### config.mk
export PLATFORM = sky130hd
export DESIGN_NAME = dbg_top
export DESIGN_NICKNAME = d
export VERILOG_FILES = /design/src/dbg_pkg.sv /design/src/dbg_ctrl.sv /design/src/dbg_hwbrk.sv /design/src/dbg_top.sv
export SDC_FILE = /design/constraint.sdc
export NUM_CORES = 1
export LEC_CHECK = 0
export ABC_CLOCK_PERIOD_IN_PS = 2400
export BUFFER_PORTS_ARGS = -buffer_cell sky130_fd_sc_hd__buf_4
export CORE_MARGIN = 10
export CORE_UTILIZATION = 25
export CTS_CLUSTER_DIAMETER = 150
export CTS_CLUSTER_SIZE = 10
export DETAILED_ROUTE_END_ITERATION = 12
export PLACE_DENSITY = 0.39
export SYNTH_ARGS = -nofsm -noshare
export SYNTH_HDL_FRONTEND = slang
export SYNTH_HIERARCHICAL = 1
export SYNTH_SLANG_ARGS = --single-unit
### constraint.sdc
create_clock -name mclk -period 2.4 [get_ports mclk]
set_clock_uncertainty 0.05 [all_clocks]
set_input_delay 0.12 -clock mclk [delete_from_list [all_inputs] [get_ports mclk]]
set_output_delay 0.12 -clock mclk [all_outputs]
set_load 0.1 [all_outputs]
### src/dbg_pkg.sv
`default_nettype none

package dbg_pkg;

  //==========================================================
  // Build options
  //==========================================================
  localparam int num_hwbrk = 2;                   // Breakpoint units, 1 to 4
  localparam logic hwbrk_range_en = 1'b1;         // Range compare support

  //==========================================================
  // Host register map
  //==========================================================
  localparam logic [5:0] cpu_ctl_addr  = 6'h01;   // HALT / RUN commands
  localparam logic [5:0] cpu_stat_addr = 6'h02;   // Halt state and pending lines
  localparam logic [5:0] brk_base_addr = 6'h08;   // Unit n at base + 4n

  // Register slots inside one unit
  localparam int brk_ctl_idx   = 0;
  localparam int brk_stat_idx  = 1;
  localparam int brk_addr0_idx = 2;
  localparam int brk_addr1_idx = 3;

  // CPU_CTL command bits
  localparam int cpu_ctl_halt = 0;
  localparam int cpu_ctl_run  = 1;

  // BRK_CTL bit positions
  localparam int ctl_mode_rd = 0;                 // Match reads
  localparam int ctl_mode_wr = 1;                 // Match writes
  localparam int ctl_brk_en  = 2;                 // Halt on match
  localparam int ctl_inst_en = 3;                 // Watch fetches, not data
  localparam int ctl_range   = 4;                 // addr0..addr1 range compare

  //==========================================================
  // Debug data word, two decodings of the same 16 bits
  //==========================================================
  // BRK_CTL write layout, or BRK_STAT clear mask
  typedef union packed {
    logic [15:0] raw;
    struct packed {
      logic [10:0] rsvd;
      logic        range_mode;
      logic        inst_en;
      logic        break_en;
      logic [1:0]  access_mode;                   // 00 off, 01 rd, 10 wr, 11 both
    } ctl;
    struct packed {
      logic [9:0]  rsvd;
      logic        range_wr;
      logic        range_rd;
      logic        addr1_wr;
      logic        addr1_rd;
      logic        addr0_wr;
      logic        addr0_rd;
    } stat;
  } dbg_word_u;

endpackage

`default_nettype wire

### src/dbg_ctrl.sv
`default_nettype none

module dbg_ctrl (
  input  logic                            mclk,
  input  logic                            por,
  input  logic [5:0]                      dbg_addr,     // Host register address
  input  logic [15:0]                     dbg_din,
  input  logic                            dbg_wr,       // Write strobe
  input  logic                            dbg_rd,       // Read strobe
  input  logic [dbg_pkg::num_hwbrk-1:0]    brk_halt,     // Halt pulse per unit
  input  logic [dbg_pkg::num_hwbrk-1:0]    brk_pnd,      // Pending per unit
  input  logic [16*dbg_pkg::num_hwbrk-1:0] brk_dout,     // Unit read data, packed
  output logic [4*dbg_pkg::num_hwbrk-1:0]  brk_reg_rd,
  output logic [4*dbg_pkg::num_hwbrk-1:0]  brk_reg_wr,
  output logic [15:0]                     dbg_dout,
  output logic                            dbg_halt_cmd  // CPU halt request
);

  //==========================================================
  // Declarations
  //==========================================================
  logic [4*dbg_pkg::num_hwbrk-1:0] brk_sel;     // Unit register hit

  logic        cpu_ctl_sel;
  logic        cpu_stat_sel;
  logic        cpu_ctl_wr;

  logic        halt_state;
  logic        halt_set;
  logic        halt_clr;

  logic [15:0] cpu_ctl_val;
  logic [15:0] cpu_stat_val;
  logic [15:0] brk_rd_or;
  logic [15:0] own_rd;

  //==========================================================
  // Address decode
  //==========================================================
  // Unit registers are contiguous from the base address
  always_comb begin
    for (int i = 0; i < 4*dbg_pkg::num_hwbrk; i++) begin
      brk_sel[i] = (dbg_addr == 6'(dbg_pkg::brk_base_addr + i));
    end
  end

  assign cpu_ctl_sel  = (dbg_addr == dbg_pkg::cpu_ctl_addr);
  assign cpu_stat_sel = (dbg_addr == dbg_pkg::cpu_stat_addr);

  assign brk_reg_wr = brk_sel & {4*dbg_pkg::num_hwbrk{dbg_wr}};
  assign brk_reg_rd = brk_sel & {4*dbg_pkg::num_hwbrk{dbg_rd}};

  assign cpu_ctl_wr = dbg_wr & cpu_ctl_sel;

  //==========================================================
  // Halt state
  //==========================================================
  // HALT beats RUN when both bits are written
  assign halt_set = (|brk_halt) | (cpu_ctl_wr & dbg_din[dbg_pkg::cpu_ctl_halt]);
  assign halt_clr = cpu_ctl_wr & dbg_din[dbg_pkg::cpu_ctl_run];

  always_ff @(posedge mclk or posedge por) begin
    if (por) begin
      halt_state <= 1'b0;
    end else if (halt_set) begin
      halt_state <= 1'b1;
    end else if (halt_clr) begin
      halt_state <= 1'b0;
    end
  end

  assign dbg_halt_cmd = halt_state;

  //==========================================================
  // Local read values
  //==========================================================
  // CPU_CTL mirrors the halt request on its HALT bit
  always_comb begin
    cpu_ctl_val = 16'h0000;
    cpu_ctl_val[dbg_pkg::cpu_ctl_halt] = halt_state;
  end

  always_comb begin
    cpu_stat_val = 16'h0000;
    cpu_stat_val[0] = halt_state;                  // Halted
    cpu_stat_val[2] = |brk_pnd;                    // Any unit pending
    cpu_stat_val[4 +: dbg_pkg::num_hwbrk] = brk_pnd;
  end

  assign own_rd = (cpu_ctl_val  & {16{dbg_rd & cpu_ctl_sel}}) |
                  (cpu_stat_val & {16{dbg_rd & cpu_stat_sel}});

  //==========================================================
  // Read data merge
  //==========================================================
  // Units drive zero when not selected
  always_comb begin
    brk_rd_or = 16'h0000;
    for (int n = 0; n < dbg_pkg::num_hwbrk; n++) begin
      brk_rd_or = brk_rd_or | brk_dout[16*n +: 16];
    end
  end

  assign dbg_dout = own_rd | brk_rd_or;

  //==========================================================
  // Assertions
  //==========================================================
  a_sel_onehot : assert property (@(posedge mclk) disable iff (por)
    $onehot0({brk_reg_wr, brk_reg_rd, cpu_ctl_sel, cpu_stat_sel}));

  // Idle bus reads as zero, units included
  a_dout_idle : assert property (@(posedge mclk) disable iff (por)
    !dbg_rd |-> (dbg_dout == 16'h0000));

endmodule

`default_nettype wire

### src/dbg_hwbrk.sv
`default_nettype none

module dbg_hwbrk (
  input  logic        mclk,
  input  logic        por,
  input  logic [3:0]  brk_reg_rd,                 // One-hot register read select
  input  logic [3:0]  brk_reg_wr,                 // One-hot register write select
  input  logic [15:0] dbg_din,                    // Host write data
  input  logic [15:0] eu_mab,                     // Execution unit address
  input  logic        eu_mb_en,
  input  logic [1:0]  eu_mb_wr,                   // Byte write enables
  input  logic        exec_done,                  // Instruction finished
  input  logic        fe_mb_en,                   // Frontend fetch
  input  logic [15:0] pc,
  output logic        brk_halt,                   // Halt request pulse
  output logic        brk_pnd,                    // Any status flag set
  output logic [15:0] brk_dout                    // Zero unless selected
);

  //==========================================================
  // Declarations
  //==========================================================
  dbg_pkg::dbg_word_u din_w;                      // Host data, decoded view

  logic [4:0]  brk_ctl;
  logic [5:0]  brk_stat;
  logic [15:0] brk_addr0;
  logic [15:0] brk_addr1;

  logic [5:0]  stat_set;
  logic [5:0]  stat_clr;

  logic        range_mode;
  logic        fetch_mode;
  logic        d_wr;
  logic        fe_mb_en_q;
  logic [2:0]  d_rd_trig;                         // {range, addr1, addr0}

  logic        equ_d_addr0, equ_d_addr1, equ_d_range;
  logic        equ_i_addr0, equ_i_addr1, equ_i_range;
  logic        d_addr0_wr, d_addr1_wr, d_range_wr;
  logic        d_addr0_rd, d_addr1_rd, d_range_rd;
  logic        i_addr0_rd, i_addr1_rd, i_range_rd;

  assign din_w.raw = dbg_din;

  //==========================================================
  // Configuration registers
  //==========================================================
  // Control, range bit dropped when not built in
  always_ff @(posedge mclk or posedge por) begin
    if (por) begin
      brk_ctl <= 5'h00;
    end else if (brk_reg_wr[dbg_pkg::brk_ctl_idx]) begin
      brk_ctl <= {din_w.ctl.range_mode & dbg_pkg::hwbrk_range_en,
                  din_w.ctl.inst_en,
                  din_w.ctl.break_en,
                  din_w.ctl.access_mode};
    end
  end

  // Clear mask from the stat view
  assign stat_clr = {din_w.stat.range_wr, din_w.stat.range_rd,
                     din_w.stat.addr1_wr, din_w.stat.addr1_rd,
                     din_w.stat.addr0_wr, din_w.stat.addr0_rd};

  // Sticky status, a new set beats a clear
  always_ff @(posedge mclk or posedge por) begin
    if (por) begin
      brk_stat <= 6'h00;
    end else if (brk_reg_wr[dbg_pkg::brk_stat_idx]) begin
      brk_stat <= (brk_stat & ~stat_clr) | stat_set;
    end else begin
      brk_stat <= brk_stat | stat_set;
    end
  end

  always_ff @(posedge mclk or posedge por) begin
    if (por) begin
      brk_addr0 <= 16'h0000;
    end else if (brk_reg_wr[dbg_pkg::brk_addr0_idx]) begin
      brk_addr0 <= dbg_din;
    end
  end

  always_ff @(posedge mclk or posedge por) begin
    if (por) begin
      brk_addr1 <= 16'h0000;
    end else if (brk_reg_wr[dbg_pkg::brk_addr1_idx]) begin
      brk_addr1 <= dbg_din;
    end
  end

  //==========================================================
  // Read data
  //==========================================================
  assign brk_dout = ({11'h000, brk_ctl}  & {16{brk_reg_rd[dbg_pkg::brk_ctl_idx]}})   |
                    ({10'h000, brk_stat} & {16{brk_reg_rd[dbg_pkg::brk_stat_idx]}})  |
                    (brk_addr0           & {16{brk_reg_rd[dbg_pkg::brk_addr0_idx]}}) |
                    (brk_addr1           & {16{brk_reg_rd[dbg_pkg::brk_addr1_idx]}});

  //==========================================================
  // Comparators
  //==========================================================
  assign range_mode = brk_ctl[dbg_pkg::ctl_range] & dbg_pkg::hwbrk_range_en;
  assign fetch_mode = brk_ctl[dbg_pkg::ctl_inst_en] &
                      brk_ctl[dbg_pkg::ctl_mode_rd] & ~brk_ctl[dbg_pkg::ctl_mode_wr];
  assign d_wr       = |eu_mb_wr;

  // Data side, own copy of each compare for timing
  assign equ_d_addr0 = eu_mb_en & (eu_mab == brk_addr0) & ~range_mode;
  assign equ_d_addr1 = eu_mb_en & (eu_mab == brk_addr1) & ~range_mode;
  assign equ_d_range = eu_mb_en & (eu_mab >= brk_addr0) & (eu_mab <= brk_addr1) & range_mode;

  // Fetch address is valid one cycle after the request
  always_ff @(posedge mclk or posedge por) begin
    if (por) begin
      fe_mb_en_q <= 1'b0;
    end else begin
      fe_mb_en_q <= fe_mb_en;
    end
  end

  assign equ_i_addr0 = fe_mb_en_q & (pc == brk_addr0) & ~range_mode;
  assign equ_i_addr1 = fe_mb_en_q & (pc == brk_addr1) & ~range_mode;
  assign equ_i_range = fe_mb_en_q & (pc >= brk_addr0) & (pc <= brk_addr1) & range_mode;

  //==========================================================
  // Access detection
  //==========================================================
  assign i_addr0_rd = equ_i_addr0 & fetch_mode;   // Fetches only in mode 01
  assign i_addr1_rd = equ_i_addr1 & fetch_mode;
  assign i_range_rd = equ_i_range & fetch_mode;

  assign d_addr0_wr = equ_d_addr0 & ~brk_ctl[dbg_pkg::ctl_inst_en] & d_wr;
  assign d_addr1_wr = equ_d_addr1 & ~brk_ctl[dbg_pkg::ctl_inst_en] & d_wr;
  assign d_range_wr = equ_d_range & ~brk_ctl[dbg_pkg::ctl_inst_en] & d_wr;

  // Data reads held until the instruction ends
  // A write-back in the last cycle turns it into a write
  always_ff @(posedge mclk or posedge por) begin
    if (por) begin
      d_rd_trig <= 3'h0;
    end else if (exec_done) begin
      d_rd_trig <= 3'h0;
    end else begin
      d_rd_trig <= d_rd_trig |
                   ({equ_d_range, equ_d_addr1, equ_d_addr0} &
                    {3{~brk_ctl[dbg_pkg::ctl_inst_en] & ~d_wr}});
    end
  end

  assign d_addr0_rd = d_rd_trig[0] & exec_done & ~d_addr0_wr;
  assign d_addr1_rd = d_rd_trig[1] & exec_done & ~d_addr1_wr;
  assign d_range_rd = d_rd_trig[2] & exec_done & ~d_range_wr;

  //==========================================================
  // Flags and halt
  //==========================================================
  assign stat_set = {brk_ctl[dbg_pkg::ctl_mode_wr] & d_range_wr & dbg_pkg::hwbrk_range_en,
                     brk_ctl[dbg_pkg::ctl_mode_rd] & (d_range_rd | i_range_rd) &
                       dbg_pkg::hwbrk_range_en,
                     brk_ctl[dbg_pkg::ctl_mode_wr] & d_addr1_wr,
                     brk_ctl[dbg_pkg::ctl_mode_rd] & (d_addr1_rd | i_addr1_rd),
                     brk_ctl[dbg_pkg::ctl_mode_wr] & d_addr0_wr,
                     brk_ctl[dbg_pkg::ctl_mode_rd] & (d_addr0_rd | i_addr0_rd)};

  assign brk_pnd  = |brk_stat;
  assign brk_halt = brk_ctl[dbg_pkg::ctl_brk_en] & (|stat_set);

  //==========================================================
  // Assertions
  //==========================================================
  a_wr_onehot : assert property (@(posedge mclk) disable iff (por)
    $onehot0(brk_reg_wr));

  // Range flags never appear without range support
  a_no_range : assert property (@(posedge mclk) disable iff (por)
    !dbg_pkg::hwbrk_range_en |-> (brk_stat[5:4] == 2'b00));

endmodule

`default_nettype wire

### src/dbg_top.sv
`default_nettype none

module dbg_top (
  input  logic        mclk,
  input  logic        por,
  // Host register port
  input  logic [5:0]  dbg_addr,
  input  logic [15:0] dbg_din,
  input  logic        dbg_wr,
  input  logic        dbg_rd,
  // CPU bus observation
  input  logic [15:0] eu_mab,
  input  logic        eu_mb_en,
  input  logic [1:0]  eu_mb_wr,
  input  logic        exec_done,
  input  logic        fe_mb_en,
  input  logic [15:0] pc,
  // Results
  output logic [15:0] dbg_dout,
  output logic        dbg_halt_cmd
);

  //==========================================================
  // Internal wiring
  //==========================================================
  logic [dbg_pkg::num_hwbrk-1:0]    brk_halt;      // One per unit
  logic [dbg_pkg::num_hwbrk-1:0]    brk_pnd;
  logic [16*dbg_pkg::num_hwbrk-1:0] brk_dout;      // 16 bits per unit
  logic [4*dbg_pkg::num_hwbrk-1:0]  brk_reg_rd;    // 4 selects per unit
  logic [4*dbg_pkg::num_hwbrk-1:0]  brk_reg_wr;

  //==========================================================
  // Register port and halt control
  //==========================================================
  dbg_ctrl u_ctrl (
    .mclk         (mclk),
    .por          (por),
    .dbg_addr     (dbg_addr),
    .dbg_din      (dbg_din),
    .dbg_wr       (dbg_wr),
    .dbg_rd       (dbg_rd),
    .brk_halt     (brk_halt),
    .brk_pnd      (brk_pnd),
    .brk_dout     (brk_dout),
    .brk_reg_rd   (brk_reg_rd),
    .brk_reg_wr   (brk_reg_wr),
    .dbg_dout     (dbg_dout),
    .dbg_halt_cmd (dbg_halt_cmd)
  );

  //==========================================================
  // Breakpoint units
  //==========================================================
  for (genvar n = 0; n < dbg_pkg::num_hwbrk; n++) begin : g_hwbrk
    dbg_hwbrk u_hwbrk (
      .mclk       (mclk),
      .por        (por),
      .brk_reg_rd (brk_reg_rd[4*n +: 4]),          // Own register slice
      .brk_reg_wr (brk_reg_wr[4*n +: 4]),
      .dbg_din    (dbg_din),
      .eu_mab     (eu_mab),                        // Shared CPU buses
      .eu_mb_en   (eu_mb_en),
      .eu_mb_wr   (eu_mb_wr),
      .exec_done  (exec_done),
      .fe_mb_en   (fe_mb_en),
      .pc         (pc),
      .brk_halt   (brk_halt[n]),
      .brk_pnd    (brk_pnd[n]),
      .brk_dout   (brk_dout[16*n +: 16])
    );
  end

endmodule

`default_nettype wire

==> impl_metrics.csv, run 1 <==
group,metric,value,unit
clock_network,cts_tree,"done",
synthesis,synth_enable_flop_cells,0,
synthesis,async_reset_ff_share,100,%
route,wl,30800,um
die,num_io_pins,80,
outcome,violations,"negative setup slack",
place,port_buffers,79,
die,rows,63,
die,die_y,193,um
global_routing,grt_overflow,0,
route,antenna_left,0,
layout,n_fill_cell,3089,
worst_setup_path,path_max_fanout,3,
worst_setup_path,arrival,2.82,ns
sta,setup_violations,3,
synthesis,synth-seq-cells,95,
layout,fin_util,37.0,%
global_routing,antenna_found_initial,0,
global_routing,grt_max_degree,33,
layout,drive_above_1_share,36.2,%
place,dp_hpwl,24700,um
clock_network,htreeDepth,3,
synthesis,yosysSeqAreaShare,31.9,%
worst_setup_path,crit_chain,"inv_2, ha_4, nand4_1, nor3_2, nand2b_1, a2111oi_4, a21o_1, a31oi_2, nor2_1, o311ai_1",
sta,worst_pin_slew,0.580,ns
global_routing,grtUsageTotal,16.7,%
sta,fmax,379,MHz
sta,period_share,110,%
route,drc,0,
worst_setup_path,startpoint_type,"flop",
min_path,hold_path.class,"input port to flop",
synthesis,ys_types,63,
sta,slew_violations,0,
route,wl_per_cell,20.4,um
layout,antenna-diode-count,0,
clock_network,root_buffer,"clkbuf_16",
place,finalWeightedCongestion,0.857,
sta,final.setup.worst_slack,-0.236,ns
sta,period_needed,2.64,ns
worst_setup_path,cpPeakStageDelay,0.49,ns
synthesis,yosys_warnings,6,
power,leakagePower,5.29,nW
synthesis,ys.flop_type,"dfrtp_1",
synthesis,syn_inst,847,
clock_network,clock_latency,0.36,ns
die,core,29500,um^2
route,vias,7271,
sta,relSlewSlack,61.2,%
job,cap_violations,0,
place,dp_slack,-0.423,ns
layout,fin_cells,1513,
clock_network,clkTransAtPathRegs,0.08,ns
place,place_inst,1465,
die,die_x,193,um
power,p_per_area,581,nW/um^2
sta,rsz0062_at_grt,"true",
global_routing,grt_pass1_wl,45700,um
sta,hold_viol,0,
layout,areaGrowthSynthToFinish,46.6,%
power,ir_worst_vdd,322,uV
die,dieArea,37100,um^2
worst_setup_path,endpoint_kind,"flop",
die,start_util,25.2,%
sta,whs,0.00598,ns
worst_setup_path,worstPathRequired,2.58,ns
synthesis,synth_nets,1038,
route,first_pass_iters,5,
synthesis,syn-cell-area,7440,um^2
synthesis,syn_area_per_cell,8.78,um^2
route,drtIter0Drc,387,
global_routing,grt_pass1_vias,7419,
route,viasPerCell,4.81,
clock_network,clock-sinks,95,
clock_network,clockBufferDepth,2,
clock_network,numCtsBuffers,9,
layout,final_nets,1309,
worst_setup_path,slowest_stage,"a2111oi_4",
worst_setup_path,path_class,"flop to flop",
outcome,status,"finished, violations left",
==> metal layers <==
metal  track usage [%]  vias up  share of wire (%)
li1                  -     3645                  -
met1              22.1     3506                 47
met2              28.2      103                 48
met3              2.24       17                3.6
met4              3.91        0                1.1
met5                 0        -                  0
==> cell families (layout without fill, tap and decap cells) <==
logic type / Yosys count / after routing / share of synthesized area [%]
buffers and inverters: 101 / 377 / 5.09
AOI/OAI and AO/OA: 235 / 235 / 20.8
and+or+nand+nor: 277 / 277 / 19.0
adders and majority gates: 128 / 128 / 21.5
muxes: 11 / 11 / 1.66
DFF: 95 / 95 / 31.9
==> sequential cells by signal, summed over array words and instances (netlist names) <==
register,count
u_ctrl/dbg_halt_cmd,1
g_hwbrk.u_hwbrk/fe_mb_en_q,2
g_hwbrk.u_hwbrk/brk_stat,12
g_hwbrk.u_hwbrk/brk_addr1,32
g_hwbrk.u_hwbrk/brk_addr0,32
g_hwbrk.u_hwbrk/d_rd_trig,6
g_hwbrk.u_hwbrk/brk_ctl,10
==> through the flow <==
step | power, mW | instance area [um^2] | TNS (ns)
2_1_floorplan | 3.29 | 7440 | 0
3_3_place_gp | 4.56 | 9810 | -0.853
3_5_place_dp | 4.56 | 9810 | -1.03
4_1_cts | 6.19 | 10500 | -0.409
5_1_grt | 6.81 | 10900 | -0.830
6_report | 6.34 | 10900 | -0.396
==> Yosys cell counts (2+ instances only) <==
cell type / n / area share (%)
a21o_1: 12 / 1.2
a221o_1: 3 / 0.40
o21ai_0: 76 / 5.1
o31ai_1: 2 / 0.20
ha_1: 128 / 22
nor4_1: 8 / 0.67
a211o_1: 5 / 0.59
o211ai_1: 7 / 0.71
nand3_1: 21 / 1.4
nand4b_1: 2 / 0.24
mux2_2: 11 / 1.7
and4_1: 2 / 0.24
nor3_1: 13 / 0.87
a222oi_1: 2 / 0.27
a22oi_1: 20 / 2.0
a31oi_1: 3 / 0.25
nor2b_1: 7 / 0.59
dfrtp_1: 95 / 32
a22o_1: 20 / 2.4
nand2b_1: 5 / 0.42
nor4_4: 2 / 0.57
a221oi_1: 3 / 0.35
and4b_1: 2 / 0.27
nand2_1: 124 / 6.3
a21oi_1: 57 / 3.8
a211oi_1: 5 / 0.50
nand4_1: 27 / 2.3
and2_1: 2 / 0.17
or2_2: 14 / 1.2
nand4_2: 3 / 0.50
nor2_1: 34 / 1.7
a2111oi_4: 2 / 0.74
inv_1: 81 / 4.1
clkbuf_1: 20 / 1.0
==> critical path: cells and delay by family, from the launching register on <==
kind / cells / cell delay [ns]
buffers and inverters: 1 / 0.07
adder cells (fa/ha/maj): 1 / 0.27
flip-flops: 1 / 0.37
AO/OA/AOI/OAI: 4 / 0.92
AND/OR/NAND/NOR: 4 / 0.83
==> final cells by class <==
class	count	area, um^2	share of cell area, %
multi-input cells	651	5220	47.8
flip-flops and latches	95	2380	21.8
repair buffers	280	2230	20.5
well taps	390	488	4.47
inverters	81	304	2.79
clock buffers	10	239	2.19
clock inverters	6	52.6	0.482
==> layout by cell type, fill, tap and decap left out, types with 3 or more instances in the layout <==
cell	instances
buf_12	6
nor4_4	4
dfrtp_1	95
dlygate4sd3_1	13
a221o_1	3
a2111oi_4	3
nor4_1	7
inv_1	59
nand2b_1	5
a22o_1	20
ha_4	24
nand4_1	27
or2_2	14
a211oi_1	4
nor2_1	27
nand2_1	122
nand3_1	20
a22oi_1	20
nor3_2	5
nor2_2	7
mux2_2	11
o21ai_0	74
a21oi_2	7
a21o_1	12
ha_1	104
o211ai_1	7
inv_2	22
nor2b_1	7
nor3_1	8
a21oi_1	50
a211o_1	5
buf_6	6
clkbuf_16	9
buf_4	255
==> repair_timing <==
action / in CTS / in global routing
buffers inserted: 8 / 15
hold endpoints to repair: 79 / 0
resized for setup: 41 / 50
hold buffers: 13 / 0
endpoints found under the setup margin: 7 / 8
pin swaps: 23 / 28
==> final timing paths <==
path | from | to | slack [ns] | cells past startpoint
setup / recovery | g_hwbrk[1].u_hwbrk/brk_addr1[10] | u_ctrl/dbg_halt_cmd | -0.24 | 10
hold / removal | dbg_din[5] | g_hwbrk[0].u_hwbrk/brk_addr1[5] | 0.006 | 3
setup reg to reg | g_hwbrk[1].u_hwbrk/brk_addr1[10] | u_ctrl/dbg_halt_cmd | -0.24 | 10
hold reg to reg | g_hwbrk[0].u_hwbrk/d_rd_trig[1] | g_hwbrk[0].u_hwbrk/d_rd_trig[1] | 0.45 | 2
max in group asynchronous | por | g_hwbrk[1].u_hwbrk/brk_addr1[12] | 1.34 | 4
min in group asynchronous | por | u_ctrl/dbg_halt_cmd | 0.12 | 3
==> power breakdown <==
group          total, mW  switching, mW  leakage [nW]  internal [mW]
registers           2.02          0.166          1.10           1.85
logic               2.86           1.52          4.06           1.34
clock network       1.46          0.712         0.137          0.747
total               6.34           2.40          5.29           3.94
No activity file was read; power rests on OpenSTA's default activity.
==> run 2: changes to the inputs <==
--- a/config.mk
+++ b/config.mk
@@ -5,6 +5,7 @@
 export SDC_FILE = /design/constraint.sdc
 export NUM_CORES = 1
 export LEC_CHECK = 0
+export ABC_AREA = 1
 export ABC_CLOCK_PERIOD_IN_PS = 2400
 export BUFFER_PORTS_ARGS = -buffer_cell sky130_fd_sc_hd__buf_4
 export CORE_MARGIN = 10
==> run 2 against run 1 <==
  * The run now ends clean
  * Register-to-register slack improved by 0.30 ns
  * Combinational power is 9.4% lower
  * Synthesized cell count is 22% higher
  * Largest cell class unchanged
  * Largest power group unchanged
  * Highest routed layer unchanged
==> impl_metrics.csv, run 2 <==
group,metric,value,unit
outcome,status,"completed",
synthesis,synthAdderAreaFrac,20.8,%
synthesis,synth_nets,1228,
layout,layout.cells.most_common,"nand2_1",
worst_setup_path,crit_chain,"inv_2, ha_1, nand2_1, nor2_2, nand2_2, o21ai_1, nor2_1, a21oi_4, nand3_1, nand2_1, nand2_1, nand2_2, a21oi_2, or2_4, nor2_4, nand2_1",
power,p_int,3.66,mW
global_routing,grt_pass1_wl,45900,um
sta,tns,0,ns
worst_setup_path,slowest_stage,"dfrtp_1",
power,leakagePower,5.17,nW
sta,hold_viol,0,
sta,rsz0062_at_grt,"true",
power,seqPwrFrac,33.1,%
route,antenna_left,0,
route,first_pass_iters,5,
synthesis,synth_top_family_by_area,"simple AND/OR/NAND/NOR gates",
worst_setup_path,path_max_fanout,4,
worst_setup_path,endpoint_kind,"flop",
sta,worst_pin_slew,0.662,ns
layout,mostFrequentLayoutCells,"nand2_1 (254), buf_4 (163), inv_1 (119)",
die,start_util,25.3,%
layout,fin_util,33.7,%
min_path,hold_path.class,"input port to flop",
worst_setup_path,path_class,"flop to flop",
synthesis,synth.area.top_cells,"dfrtp_1 (31%), ha_1 (21%), nand2_1 (13%)",
sta,relSlewSlack,55.8,%
synthesis,synthMuxAreaShare,0.292,%
route,wl_per_cell,18.8,um
synthesis,netlist_top_cells_count,"nand2_1 (270), inv_1 (145), ha_1 (128)",
clock_network,cts_tree,"done",
sta,slew_violations,0,
route,drtIter0Drc,373,
layout,antenna-diode-count,0,
die,die_y,196,um
route,viasPerCell,4.57,
synthesis,async_reset_ff_share,100,%
place,port_buffers,79,
die,die_x,196,um
layout,final_nets,1405,
layout,final-seq-area,2380,um^2
clock_network,clkTransAtPathRegs,0.08,ns
power,switchingPower,2.48,mW
power,p_per_area,596,nW/um^2
synthesis,yosys_warnings,6,
clock_network,root_buffer,"clkbuf_16",
place,dp_hpwl,24500,um
clock_network,clock_latency,0.38,ns
power,switching_share,40.3,%
global_routing,grt_pass1_vias,7440,
synthesis,synth_compound_area_share,15.8,%
worst_setup_path,startpoint_type,"flop",
layout,n_fill_cell,3264,
job,cap_violations,0,
sta,fmax,428,MHz
synthesis,synth_enable_flop_cells,0,
synthesis,yosysTopAreaCell,"dfrtp_1",
die,rows,64,
route,wl,30300,um
clock_network,clockBufferDepth,2,
synthesis,syn_area_per_cell,7.43,um^2
synthesis,synth-seq-cells,95,
global_routing,grt_overflow,0,
route,drc,0,
global_routing,grt_max_degree,33,
die,core,30500,um^2
synthesis,ys_types,32,
layout,drive_above_1_share,27.1,%
synthesis,syn-cell-area,7710,um^2
route,vias,7381,
clock_network,clock-sinks,95,
synthesis,synth_top_area_share,30.8,%
sta,setup_violations,0,
synthesis,ys.flop_type,"dfrtp_1",
die,num_io_pins,80,
power,clockPowerShare,24.7,%
global_routing,grtUsageTotal,15.7,%
synthesis,syn_inst,1037,
power,ir_worst_vdd,311,uV
synthesis,yosysSeqAreaShare,30.8,%
worst_setup_path,arrival,2.56,ns
power,pwr-share-comb,42.2,%
synthesis,synthSimpleGateAreaFrac,24.3,%
synthesis,synthXorXnorAreaFrac,0,%
clock_network,numCtsBuffers,9,
sta,period_needed,2.34,ns
synthesis,yosysMostFrequentCell,"nand2_1",
sta,period_share,97.4,%
place,finalWeightedCongestion,0.842,
worst_setup_path,cpPeakStageDelay,0.34,ns
layout,multi_input_area,5120,um^2
global_routing,antenna_found_initial,0,
clock_network,htreeDepth,3,
die,dieArea,38300,um^2
worst_setup_path,cp_common_cell,"nand2_1",
layout,areaGrowthSynthToFinish,33.5,%
layout,reg_top3,"g_hwbrk.u_hwbrk/brk_addr0: 32 flops, g_hwbrk.u_hwbrk/brk_addr1: 32 flops, g_hwbrk.u_hwbrk/brk_stat: 12 flops",
worst_setup_path,worstPathRequired,2.62,ns
==> run 2: changes by cell type after synthesis, sizes merged, moves of 7 or more <==
cell    previous run  this run
nor2              34        88
inv               81       147
a21oi             58        71
a22oi             20         0
nor4              11         1
nand4             31        14
o21ai             77        94
a22o              20         0
mux2              11         2
o22ai              0        30
nand2            124       279
nor2b              7         0
o211ai             7         0
==> run 2: power by group through the flow <==
stage	registers, mW	clock network [mW]	logic (mW)
floorplan	2.03	0	1.38
finish	2.03	1.52	2.59
detailed placement	2.05	0	2.36
global placement	2.05	0	2.35
CTS	2.02	1.58	2.44
global route	2.07	1.63	2.96
==> run 2: metal layers <==
layer	wire [um]	global-route usage [%]
met5	0	0
met4	374	3.59
met3	863	2.19
met2	13900	25.2
met1	15200	21.8
==> run 2: cell families after synthesis <==
| family | count (synthesis) |
|---|---|
| flip-flops | 95 |
| buffers and inverters | 165 |
| AND/OR/NAND/NOR | 432 |
| multiplexers | 2 |
| adder cells (fa/ha/maj) | 128 |
| AO/OA/AOI/OAI | 215 |
==> run 2: worst paths after layout <==
kind	startpoint	depth (start not counted)	slack, ns	to
worst max-delay path	g_hwbrk[0].u_hwbrk/brk_addr0[7]	16	0.06	u_ctrl/dbg_halt_cmd
worst min-delay path	dbg_din[3]	3	0.02	g_hwbrk[1].u_hwbrk/brk_addr1[3]
worst max register to register	g_hwbrk[0].u_hwbrk/brk_addr0[7]	16	0.06	u_ctrl/dbg_halt_cmd
worst min register to register	g_hwbrk[0].u_hwbrk/brk_stat[2]	2	0.44	g_hwbrk[0].u_hwbrk/brk_stat[2]
max in group asynchronous	por	4	1.33	g_hwbrk[1].u_hwbrk/brk_addr1[6]
min in group asynchronous	por	3	0.10	u_ctrl/dbg_halt_cmd
==> run 2: final cells by class <==
type | count | area share, %
tap | 396 | 4.81
multi-input combinational | 777 | 49.7
clock buffer | 9 | 2.19
sequential | 95 | 23.1
timing repair buffer | 184 | 14.2
inverter | 147 | 5.36
clock inverter | 7 | 0.656
==> run 2: stage by stage <==
step | cells | area, um^2 | hold WS (ns) | worst slack [ns] | power [mW]
3_5_place_dp | 1582 | 9430 | -0.0573 | -0.0880 | 4.42
3_3_place_gp | 1582 | 9430 | -0.0517 | -0.0650 | 4.40
4_1_cts | 1614 | 9980 | 0.00964 | 0.0443 | 6.04
5_1_grt | 1615 | 10300 | 0.0313 | -0.0886 | 6.66
6_report | 1615 | 10300 | 0.0234 | 0.0632 | 6.14
2_1_floorplan | 1037 | 7710 | -0.201 | 0.272 | 3.40
==> run 2: what timing repair did <==
item | in CTS | in global routing
resized for setup | 25 | 78
endpoints found under the hold margin | 95 | 0
hold buffers | 15 | 0
buffers inserted | 1 | 1
pin swaps | 9 | 27
endpoints found under the setup margin | 1 | 7
==> run 2: worst max-delay path: cells and delay by family, from the launching register on <==
| family | cells | cell delay, ns |
|---|---|---|
| adders and majority gates | 1 | 0.28 |
| and+or+nand+nor | 11 | 1.15 |
| buffers and inverters | 1 | 0.06 |
| DFF | 1 | 0.34 |
| AOI/OAI and AO/OA | 3 | 0.36 |
